**src/hdl/rv_decode_pkg.sv**
```systemverilog
package rv_decode_pkg;

    // ==================================================
    // Widths and raw types
    // ==================================================
    localparam int XLEN      = 32;                 // Instruction and immediate width
    localparam int REG_IDX_W = 5;                  // x0..x31

    typedef logic [XLEN-1:0]      instr_t;
    typedef logic [REG_IDX_W-1:0] reg_idx_t;
    typedef logic [XLEN-1:0]      imm_t;

    // ==================================================
    // Encoding constants
    // ==================================================
    localparam logic [6:0] OPC_BRANCH = 7'b1100011;
    localparam logic [6:0] OPC_LOAD   = 7'b0000011;
    localparam logic [6:0] OPC_STORE  = 7'b0100011;
    localparam logic [6:0] OPC_OP_IMM = 7'b0010011;
    localparam logic [6:0] OPC_OP     = 7'b0110011;
    localparam logic [6:0] OPC_SYSTEM = 7'b1110011;
    localparam logic [6:0] OPC_LUI    = 7'b0110111;
    localparam logic [6:0] OPC_AUIPC  = 7'b0010111;
    localparam logic [6:0] OPC_JAL    = 7'b1101111;
    localparam logic [6:0] OPC_JALR   = 7'b1100111;
    localparam logic [6:0] OPC_FENCE  = 7'b0001111;

    localparam logic [6:0] F7_BASE   = 7'b0000000;
    localparam logic [6:0] F7_ALT    = 7'b0100000; // SUB, SRA, SRAI
    localparam logic [6:0] F7_MULDIV = 7'b0000001; // RV32M

    localparam logic [11:0] F12_ECALL  = 12'b0000000_00000;
    localparam logic [11:0] F12_EBREAK = 12'b0000000_00001;
    localparam logic [11:0] F12_MRET   = 12'b0011000_00010;
    localparam logic [11:0] F12_WFI    = 12'b0001000_00101;

    // ==================================================
    // Decoded operation and format
    // ==================================================
    typedef enum logic [6:0] {
        OP_NONE = 7'd0,                            // Illegal encoding
        OP_BEQ, OP_BNE, OP_BLT, OP_BGE, OP_BLTU, OP_BGEU,
        OP_LB, OP_LH, OP_LW, OP_LBU, OP_LHU,
        OP_SB, OP_SH, OP_SW,
        OP_ADDI, OP_SLTI, OP_SLTIU, OP_XORI, OP_ORI, OP_ANDI,
        OP_SLLI, OP_SRLI, OP_SRAI,
        OP_ADD, OP_SUB, OP_SLL, OP_SLT, OP_SLTU,
        OP_XOR, OP_SRL, OP_SRA, OP_OR, OP_AND,
        OP_LUI, OP_AUIPC, OP_JAL, OP_JALR,
        OP_MUL, OP_MULH, OP_MULHSU, OP_MULHU,
        OP_DIV, OP_DIVU, OP_REM, OP_REMU,
        OP_FENCE, OP_ECALL, OP_EBREAK, OP_MRET, OP_WFI
    } op_type_e;

    typedef enum logic [2:0] {
        FMT_R,
        FMT_I,
        FMT_S,
        FMT_B,
        FMT_U,
        FMT_J,
        FMT_SYS                                    // No register or immediate fields
    } instr_fmt_e;

    typedef struct packed {
        op_type_e op;
        reg_idx_t rd;
        reg_idx_t rs1;
        reg_idx_t rs2;
        imm_t     imm;
        logic     load_rs;                         // rs1/rs2 must be read from the regfile
    } decoded_t;

endpackage
```
**src/hdl/rv32_decoder.sv**
```systemverilog
module rv32_decoder (
    input  logic                    clk_i,
    input  logic                    rst_i,
    input  logic                    stb_i,
    input  rv_decode_pkg::instr_t   instr_i,
    output rv_decode_pkg::decoded_t decoded_o,
    output logic                    ack_o,
    output logic                    err_o
);

    rv_decode_pkg::op_type_e   op;
    rv_decode_pkg::instr_fmt_e fmt;
    logic                      illegal;
    rv_decode_pkg::imm_t       imm;
    rv_decode_pkg::reg_idx_t   rd;
    rv_decode_pkg::reg_idx_t   rs1;
    rv_decode_pkg::reg_idx_t   rs2;
    logic                      load_rs;
    rv_decode_pkg::decoded_t   result;

    // ==================================================
    // Combinational decode stages
    // ==================================================
    op_type_decode op_type_decode0 (
        .instr_i   (instr_i),
        .op_o      (op),
        .fmt_o     (fmt),
        .illegal_o (illegal)
    );

    imm_gen imm_gen0 (
        .instr_i (instr_i),
        .fmt_i   (fmt),
        .imm_o   (imm)
    );

    operand_select operand_select0 (
        .instr_i   (instr_i),
        .fmt_i     (fmt),
        .rd_o      (rd),
        .rs1_o     (rs1),
        .rs2_o     (rs2),
        .load_rs_o (load_rs)
    );

    assign result = '{op: op, rd: rd, rs1: rs1, rs2: rs2, imm: imm, load_rs: load_rs};

    // ==================================================
    // Result register and response
    // ==================================================
    always_ff @(posedge clk_i) begin
        if (rst_i) begin
            decoded_o <= '0;
            ack_o     <= 1'b0;
            err_o     <= 1'b0;
        end else begin
            ack_o <= stb_i & ~illegal;                 // One-cycle response
            err_o <= stb_i & illegal;
            if (stb_i) begin
                decoded_o <= result;                   // Held until the next strobe
            end
        end
    end

    // Responses never overlap
    a_ack_err_excl: assert property (@(posedge clk_i) disable iff (rst_i)
        !(ack_o && err_o))
        else $error("rv32_decoder: ack_o and err_o high together");

    // No response without a strobe one cycle earlier
    a_no_stb_no_resp: assert property (@(posedge clk_i) disable iff (rst_i)
        !stb_i |=> !(ack_o || err_o))
        else $error("rv32_decoder: response without a preceding strobe");

endmodule

```
**src/hdl/operand_select.sv**
```systemverilog
module operand_select (
    input  rv_decode_pkg::instr_t     instr_i,
    input  rv_decode_pkg::instr_fmt_e fmt_i,
    output rv_decode_pkg::reg_idx_t   rd_o,
    output rv_decode_pkg::reg_idx_t   rs1_o,
    output rv_decode_pkg::reg_idx_t   rs2_o,
    output logic                      load_rs_o
);

    logic has_rd;
    logic has_rs1;
    logic has_rs2;

    // ==================================================
    // Which fields each format carries
    // ==================================================
    always_comb begin
        has_rd  = 1'b0;
        has_rs1 = 1'b0;
        has_rs2 = 1'b0;
        case (fmt_i)
            rv_decode_pkg::FMT_R: begin
                has_rd  = 1'b1;
                has_rs1 = 1'b1;
                has_rs2 = 1'b1;
            end
            rv_decode_pkg::FMT_I: begin
                has_rd  = 1'b1;
                has_rs1 = 1'b1;
            end
            rv_decode_pkg::FMT_S, rv_decode_pkg::FMT_B: begin
                has_rs1 = 1'b1;
                has_rs2 = 1'b1;
            end
            rv_decode_pkg::FMT_U, rv_decode_pkg::FMT_J: begin
                has_rd  = 1'b1;
            end
            default: begin                             // SYS uses no registers
            end
        endcase
    end

    assign rd_o      = has_rd  ? instr_i[11:7]  : '0;
    assign rs1_o     = has_rs1 ? instr_i[19:15] : '0;
    assign rs2_o     = has_rs2 ? instr_i[24:20] : '0;
    assign load_rs_o = has_rs1;                        // Every format with a source reads rs1

endmodule

```
**src/hdl/imm_gen.sv**
```systemverilog
module imm_gen (
    input  rv_decode_pkg::instr_t     instr_i,
    input  rv_decode_pkg::instr_fmt_e fmt_i,
    output rv_decode_pkg::imm_t       imm_o
);

    logic sign;

    assign sign = instr_i[31];

    // ==================================================
    // Immediate assembly per format
    // ==================================================
    always_comb begin
        case (fmt_i)
            rv_decode_pkg::FMT_I: begin                // Shifts keep funct7 bits too
                imm_o = {{(rv_decode_pkg::XLEN-12){sign}}, instr_i[31:20]};
            end
            rv_decode_pkg::FMT_S: begin
                imm_o = {{(rv_decode_pkg::XLEN-12){sign}}, instr_i[31:25], instr_i[11:7]};
            end
            rv_decode_pkg::FMT_B: begin
                imm_o = {{(rv_decode_pkg::XLEN-13){sign}}, sign, instr_i[7],
                         instr_i[30:25], instr_i[11:8], 1'b0};
            end
            rv_decode_pkg::FMT_U: begin
                imm_o = {instr_i[31:12], 12'b0};
            end
            rv_decode_pkg::FMT_J: begin
                imm_o = {{(rv_decode_pkg::XLEN-21){sign}}, sign, instr_i[19:12],
                         instr_i[20], instr_i[30:21], 1'b0};
            end
            default: begin                             // R and SYS have no immediate
                imm_o = '0;
            end
        endcase
    end

endmodule

```
**src/hdl/op_type_decode.sv**
```systemverilog
module op_type_decode (
    input  rv_decode_pkg::instr_t     instr_i,
    output rv_decode_pkg::op_type_e   op_o,
    output rv_decode_pkg::instr_fmt_e fmt_o,
    output logic                      illegal_o
);

    logic [6:0]  opcode;
    logic [2:0]  funct3;
    logic [6:0]  funct7;
    logic [11:0] funct12;

    assign opcode  = instr_i[6:0];
    assign funct3  = instr_i[14:12];
    assign funct7  = instr_i[31:25];
    assign funct12 = instr_i[31:20];

    // ==================================================
    // Opcode / funct case tree
    // ==================================================
    always_comb begin
        op_o      = rv_decode_pkg::OP_NONE;
        fmt_o     = rv_decode_pkg::FMT_SYS;
        illegal_o = 1'b0;

        case (opcode)
            rv_decode_pkg::OPC_BRANCH: begin
                fmt_o = rv_decode_pkg::FMT_B;
                case (funct3)
                    3'b000: op_o = rv_decode_pkg::OP_BEQ;
                    3'b001: op_o = rv_decode_pkg::OP_BNE;
                    3'b100: op_o = rv_decode_pkg::OP_BLT;
                    3'b101: op_o = rv_decode_pkg::OP_BGE;
                    3'b110: op_o = rv_decode_pkg::OP_BLTU;
                    3'b111: op_o = rv_decode_pkg::OP_BGEU;
                    default: illegal_o = 1'b1;
                endcase
            end

            rv_decode_pkg::OPC_LOAD: begin
                fmt_o = rv_decode_pkg::FMT_I;
                case (funct3)
                    3'b000: op_o = rv_decode_pkg::OP_LB;
                    3'b001: op_o = rv_decode_pkg::OP_LH;
                    3'b010: op_o = rv_decode_pkg::OP_LW;
                    3'b100: op_o = rv_decode_pkg::OP_LBU;
                    3'b101: op_o = rv_decode_pkg::OP_LHU;
                    default: illegal_o = 1'b1;
                endcase
            end

            rv_decode_pkg::OPC_STORE: begin
                fmt_o = rv_decode_pkg::FMT_S;
                case (funct3)
                    3'b000: op_o = rv_decode_pkg::OP_SB;
                    3'b001: op_o = rv_decode_pkg::OP_SH;
                    3'b010: op_o = rv_decode_pkg::OP_SW;
                    default: illegal_o = 1'b1;
                endcase
            end

            rv_decode_pkg::OPC_OP_IMM: begin
                fmt_o = rv_decode_pkg::FMT_I;
                case (funct3)
                    3'b000: op_o = rv_decode_pkg::OP_ADDI;
                    3'b010: op_o = rv_decode_pkg::OP_SLTI;
                    3'b011: op_o = rv_decode_pkg::OP_SLTIU;
                    3'b100: op_o = rv_decode_pkg::OP_XORI;
                    3'b110: op_o = rv_decode_pkg::OP_ORI;
                    3'b111: op_o = rv_decode_pkg::OP_ANDI;
                    3'b001: begin
                        if (funct7 == rv_decode_pkg::F7_BASE) op_o = rv_decode_pkg::OP_SLLI;
                        else illegal_o = 1'b1;     // Also catches shamt[5]
                    end
                    default: begin                 // 3'b101
                        if (funct7 == rv_decode_pkg::F7_BASE) op_o = rv_decode_pkg::OP_SRLI;
                        else if (funct7 == rv_decode_pkg::F7_ALT) op_o = rv_decode_pkg::OP_SRAI;
                        else illegal_o = 1'b1;
                    end
                endcase
            end

            rv_decode_pkg::OPC_OP: begin
                fmt_o = rv_decode_pkg::FMT_R;
                case (funct7)
                    rv_decode_pkg::F7_BASE: begin
                        case (funct3)
                            3'b000: op_o = rv_decode_pkg::OP_ADD;
                            3'b001: op_o = rv_decode_pkg::OP_SLL;
                            3'b010: op_o = rv_decode_pkg::OP_SLT;
                            3'b011: op_o = rv_decode_pkg::OP_SLTU;
                            3'b100: op_o = rv_decode_pkg::OP_XOR;
                            3'b101: op_o = rv_decode_pkg::OP_SRL;
                            3'b110: op_o = rv_decode_pkg::OP_OR;
                            default: op_o = rv_decode_pkg::OP_AND;
                        endcase
                    end
                    rv_decode_pkg::F7_ALT: begin
                        if (funct3 == 3'b000) op_o = rv_decode_pkg::OP_SUB;
                        else if (funct3 == 3'b101) op_o = rv_decode_pkg::OP_SRA;
                        else illegal_o = 1'b1;
                    end
                    rv_decode_pkg::F7_MULDIV: begin
                        case (funct3)
                            3'b000: op_o = rv_decode_pkg::OP_MUL;
                            3'b001: op_o = rv_decode_pkg::OP_MULH;
                            3'b010: op_o = rv_decode_pkg::OP_MULHSU;
                            3'b011: op_o = rv_decode_pkg::OP_MULHU;
                            3'b100: op_o = rv_decode_pkg::OP_DIV;
                            3'b101: op_o = rv_decode_pkg::OP_DIVU;
                            3'b110: op_o = rv_decode_pkg::OP_REM;
                            default: op_o = rv_decode_pkg::OP_REMU;
                        endcase
                    end
                    default: illegal_o = 1'b1;
                endcase
            end

            rv_decode_pkg::OPC_SYSTEM: begin
                fmt_o = rv_decode_pkg::FMT_SYS;
                if (funct3 != 3'b000) begin
                    illegal_o = 1'b1;              // CSR space is not decoded
                end else begin
                    case (funct12)
                        rv_decode_pkg::F12_ECALL:  op_o = rv_decode_pkg::OP_ECALL;
                        rv_decode_pkg::F12_EBREAK: op_o = rv_decode_pkg::OP_EBREAK;
                        rv_decode_pkg::F12_MRET:   op_o = rv_decode_pkg::OP_MRET;
                        rv_decode_pkg::F12_WFI:    op_o = rv_decode_pkg::OP_WFI;
                        default: illegal_o = 1'b1;
                    endcase
                end
            end

            rv_decode_pkg::OPC_LUI: begin
                fmt_o = rv_decode_pkg::FMT_U;
                op_o  = rv_decode_pkg::OP_LUI;
            end

            rv_decode_pkg::OPC_AUIPC: begin
                fmt_o = rv_decode_pkg::FMT_U;
                op_o  = rv_decode_pkg::OP_AUIPC;
            end

            rv_decode_pkg::OPC_JAL: begin
                fmt_o = rv_decode_pkg::FMT_J;
                op_o  = rv_decode_pkg::OP_JAL;
            end

            rv_decode_pkg::OPC_JALR: begin
                fmt_o = rv_decode_pkg::FMT_I;
                if (funct3 == 3'b000) op_o = rv_decode_pkg::OP_JALR;
                else illegal_o = 1'b1;
            end

            rv_decode_pkg::OPC_FENCE: begin
                fmt_o = rv_decode_pkg::FMT_I;      // pred/succ travel in the immediate
                if (funct3 == 3'b000) op_o = rv_decode_pkg::OP_FENCE;
                else illegal_o = 1'b1;
            end

            default: illegal_o = 1'b1;             // Includes AMO and compressed space
        endcase

        // Every legal leaf of the tree must name an operation
        a_op_matches_illegal: assert (illegal_o == (op_o == rv_decode_pkg::OP_NONE))
            else $error("op_type_decode: op %0d and illegal %0b disagree", op_o, illegal_o);
    end

endmodule

```
**config.mk**
```make
export PLATFORM = sky130hd
export DESIGN_NAME = rv32_decoder
export DESIGN_NICKNAME = d
export VERILOG_FILES = /design/src/hdl/rv_decode_pkg.sv /design/src/hdl/rv32_decoder.sv /design/src/hdl/operand_select.sv /design/src/hdl/imm_gen.sv /design/src/hdl/op_type_decode.sv
export SDC_FILE = /design/constraint.sdc
export NUM_CORES = 1
export LEC_CHECK = 0
export BUFFER_PORTS_ARGS = -buffer_cell sky130_fd_sc_hd__clkbuf_2
export CAP_MARGIN = 20
export CORE_UTILIZATION = 45
export DETAILED_ROUTE_END_ITERATION = 8
export PLACE_DENSITY = 0.67
export SETUP_SLACK_MARGIN = 0.15
export SYNTH_ARGS = -nofsm -noshare
export SYNTH_HDL_FRONTEND = slang
export SYNTH_SLANG_ARGS = --single-unit
```
**constraint.sdc**
```tcl
create_clock -name clk_i -period 3.6 [get_ports clk_i]
set_input_delay 0.72 -clock clk_i [delete_from_list [all_inputs] [get_ports clk_i]]
set_output_delay 0.72 -clock clk_i [all_outputs]
set_load 0.005 [all_outputs]
```
==> summary.md <==
| Metric | Value |
|---|---|
| Critical-path cell list | `clkbuf_2 > nor2_1 > o21ai_0 > a21oi_1 > buf_4 > o211ai_1 > nand2_1` |
| Diode count | `0` |
| First drt pass iteration count | `5` |
| Hold buffer count at cts | `0` |
| Largest family of logic cells by synthesized area | `compound AO/OA/AOI/OAI gates` |
| Clock-pin transition on the worst setup and hold timing paths | `~0.10 ns` |
| Startpoint class of the critical path | `input pin` |
| Initial antenna violation count | `0` |
| Clock latency on the worst-skew pair | `between 0.3 and 0.4 ns` |
| Final period utilization | `72.4%` |
| Tightest Pin Transition | `between 0.8 and 0.9 ns` |
| Hold crit path type | `reg -> reg` |
| Clk sink count | `56` |
| Die Width | `between 80 and 90 um` |
| Status | `finished, final reports clean` |
| Via/cell ratio | `6.25` |
| Slew headroom | `approximately two fifths` |
| CTS resizes | `0` |
| Max Buffers Root-to-Sink | `2` |
| Drt wl/cell | `between 15 and 20 um` |
| Crit. End Element | `flop` |
| Core area | `approximately 7000 um^2` |
| Max Slew Vio Count | `0` |
| Synth Area in Compound Gates | `33.3%` |
| First-pass GRT wire length | `around 16 mm` |
| Synth Cell Area | `between 3000 and 4000 um^2` |
| Starting Density | `between 40% and 50%` |
| Number of routed nets with antenna violations | `0` |
| Root buffer cell | `clkbuf_8` |
| Top FF cell, synth | `dfxtp_1` |
| Ports | `92` |
| Share of layout cells above drive strength 1 | `26.3%` |
| Max-cap violation count | `0` |
| Final setup skew | `0 ns` |
| Peak Freq | `384 MHz` |
| Post-synth cell types | `68` |
| Fin nets | `approximately 480` |
| Vias | `between 3000 and 4000` |
| Final hold violation count | `0` |
| Ratio of total power to cell area | `between 300 and 400 nW/um^2` |
| Critical path required time | `3.84 ns` |
| GRT Total Usage | `a little over a quarter` |
| H-tree depth | `2` |
| I/O Buffers | `90` |
| P_leak | `around 1.5 nW` |
| Final setup violating endpoints | `0` |
| CTS tree | `done` |
| DP HPWL | `7.19 mm` |
| Register area share after synthesis | `a little over a third` |
| Simple-Gate Fraction of Synth Area | `23.8%` |
| Syn_nets | `~410` |
| DIE HEIGHT | `between 80 and 90 um` |
| Largest net degree at the start of global routing | `48` |
| Post-CTS setup buffers | `0` |
| DRC Markers | `0` |
| Synth Area in XOR/XNOR | `less than 1%` |
| Post-synthesis register bit count | `56` |
| WS Path Type | `in -> reg` |
| Critical Path Fanout Max | `25` |
| Aggregate global routing overflow | `0` |
| Slowest cell on the critical path | `nor2_1` |
| Worst endpoint data arrival time | `between 2 and 3 ns` |
| Final wirelength | `slightly below 10 mm` |
| Pwr Total | `between 0.001 and 0.0015 W` |
| Avg Cell Area, Syn | `approximately 8.4 um^2` |
| Critical Path Max Stage Delay | `between 0.6 and 0.7 ns` |
| Setup TNS | `0 ns` |
| Synth Area in Adders | `0%` |
| FFs w/ async S/R, synth | `0%` |
| Vias in the first global route | `just over 3000` |
| Full die area | `about 7400 um^2` |
| RSZ-0062 raised after global routing | `false` |
| Yosys warning total | `0` |
| Row count | `30` |
| Number of enable flip-flop cells after synthesis | `0` |
| Layout area overhead | `17.1%` |
| Maximum VDD drop | `roughly 0.17 mV` |
| CTS Buf Count | `5` |
| Initial drt markers | `between 200 and 250` |
| Syn Inst Count | `approximately 380` |
| Tmin final | `around 2.6 ns` |
| Fillers | `~660` |
| RePlAce Congestion | `just under 1` |
| Post-synthesis mux area share | `1.30%` |
[registers in the layout, summed over array words and instances, names as in the netlist]
signal / flops
decoded_o: 54
err_o: 1
ack_o: 1
[area by class of cell]
class	count	area (um^2)	share of cell area [%]
multi-input cells	283	1890	50.7
inverters	6	22.5	0.604
repair buffers	95	488	13.1
well taps	96	120	3.22
clock inverters	2	16.3	0.436
flip-flops and latches	56	1120	30.1
clock buffers	6	72.6	1.95
[report_power, final]
part	leakage [nW]	internal [W]	total, W	switching (W)
Sequential	0.453	0.000628	0.000633	0.00000477
Clock	0.0414	0.000139	0.000352	0.000213
Combinational	0.992	0.0000631	0.000190	0.000126
[cells by family after synthesis]
kind of cell / count (synthesis)
other: 1
AO/OA/AOI/OAI: 139
multiplexers: 4
buffers and inverters: 40
AND/OR/NAND/NOR: 137
flip-flops: 56
XOR/XNOR: 2
[metal layers]
metal / track usage [%] / share of wire, % / vias up
li1: - / - / 1603
met1: 37.6 / 45 / 1609
met2: 41.3 / 46 / 167
met3: 4.14 / 6.2 / 22
met4: 10.5 / 2.6 / 0
met5: 0 / 0 / -
[critical path, delay by kind of cell]
| kind | cells | cell delay [ns] |
|---|---|---|
| AND/OR/NAND/NOR | 2 | 0.83 |
| AO/OA/AOI/OAI | 3 | 0.82 |
| buffers and inverters | 2 | 0.47 |
[synth_stat cells (2+ instances only)]
| cell | count | area share, % |
|---|---|---|
| a22oi_1 | 20 | 4.7 |
| mux2i_1 | 3 | 0.94 |
| and3b_1 | 2 | 0.55 |
| buf_2 | 12 | 1.9 |
| nand3b_1 | 2 | 0.47 |
| nor2b_1 | 2 | 0.39 |
| a22o_1 | 24 | 6.6 |
| o22ai_1 | 4 | 0.79 |
| a2bb2oi_1 | 3 | 0.83 |
| nand4b_1 | 2 | 0.55 |
| o211ai_1 | 9 | 2.1 |
| nand3_1 | 15 | 2.4 |
| nor3_1 | 8 | 1.3 |
| a211oi_1 | 11 | 2.6 |
| nand4_1 | 10 | 2.0 |
| o21ai_0 | 14 | 2.2 |
| nand2_1 | 37 | 4.4 |
| and2_1 | 4 | 0.79 |
| dfxtp_1 | 56 | 35 |
| o32ai_1 | 2 | 0.55 |
| or3_1 | 3 | 0.59 |
| a31oi_1 | 3 | 0.59 |
| clkbuf_1 | 18 | 2.1 |
| a32oi_1 | 6 | 1.7 |
| a21o_1 | 3 | 0.71 |
| a21oi_1 | 14 | 2.2 |
| o21a_1 | 2 | 0.47 |
| and3_1 | 3 | 0.59 |
| a311oi_1 | 2 | 0.55 |
| a32o_1 | 6 | 1.9 |
| nor4_1 | 4 | 0.79 |
| nand2b_1 | 9 | 1.8 |
| o311ai_0 | 2 | 0.55 |
| or2_2 | 3 | 0.59 |
| inv_1 | 5 | 0.59 |
| a221oi_1 | 3 | 0.83 |
| nor2_1 | 21 | 2.5 |
| buf_4 | 2 | 0.47 |
[worst paths after layout]
| path | endpoint | from | slack (ns) | cells after the start |
|---|---|---|---|---|
| worst max-delay path | decoded_o[31] | instr_i[6] | 0.99 | 7 |
| worst min-delay path | decoded_o[0] | decoded_o[0] | 0.46 | 1 |
| worst max register to register | decoded_o[49] | decoded_o[49] | 2.33 | 4 |
| worst min register to register | decoded_o[0] | decoded_o[0] | 0.46 | 1 |
[stage by stage]
| step | area [um^2] | cells | hold WS, ns | setup slack [ns] | utilization (%) |
|---|---|---|---|---|---|
| 2_1_floorplan | 3180 | 379 | 0.449 | 1.45 | - |
| 3_3_place_gp | 3640 | 536 | 0.441 | 0.814 | 53.3 |
| 3_5_place_dp | 3640 | 536 | 0.441 | 0.738 | 53.3 |
| 4_1_cts | 3730 | 544 | 0.466 | 1.06 | 54.6 |
| 5_1_grt | 3730 | 544 | 0.501 | 0.816 | 54.6 |
| 6_report | 3730 | 544 | 0.459 | 0.995 | 54.6 |
[cell usage in the layout (no fill, tap or decap), types with 4 or more instances in the layout]
cell type,instances
a211oi_1,11
a21oi_1,14
a22o_1,24
a22oi_1,20
a32o_1,6
a32oi_1,6
and2_1,4
buf_4,5
clkbuf_2,90
clkbuf_8,5
dfxtp_1,56
inv_1,5
nand2_1,37
nand2b_1,9
nand3_1,15
nand4_1,10
nor2_1,20
nor3_1,8
nor4_1,4
o211ai_1,9
o21ai_0,14
o22ai_1,4
(Power assumes the default switching activity.)
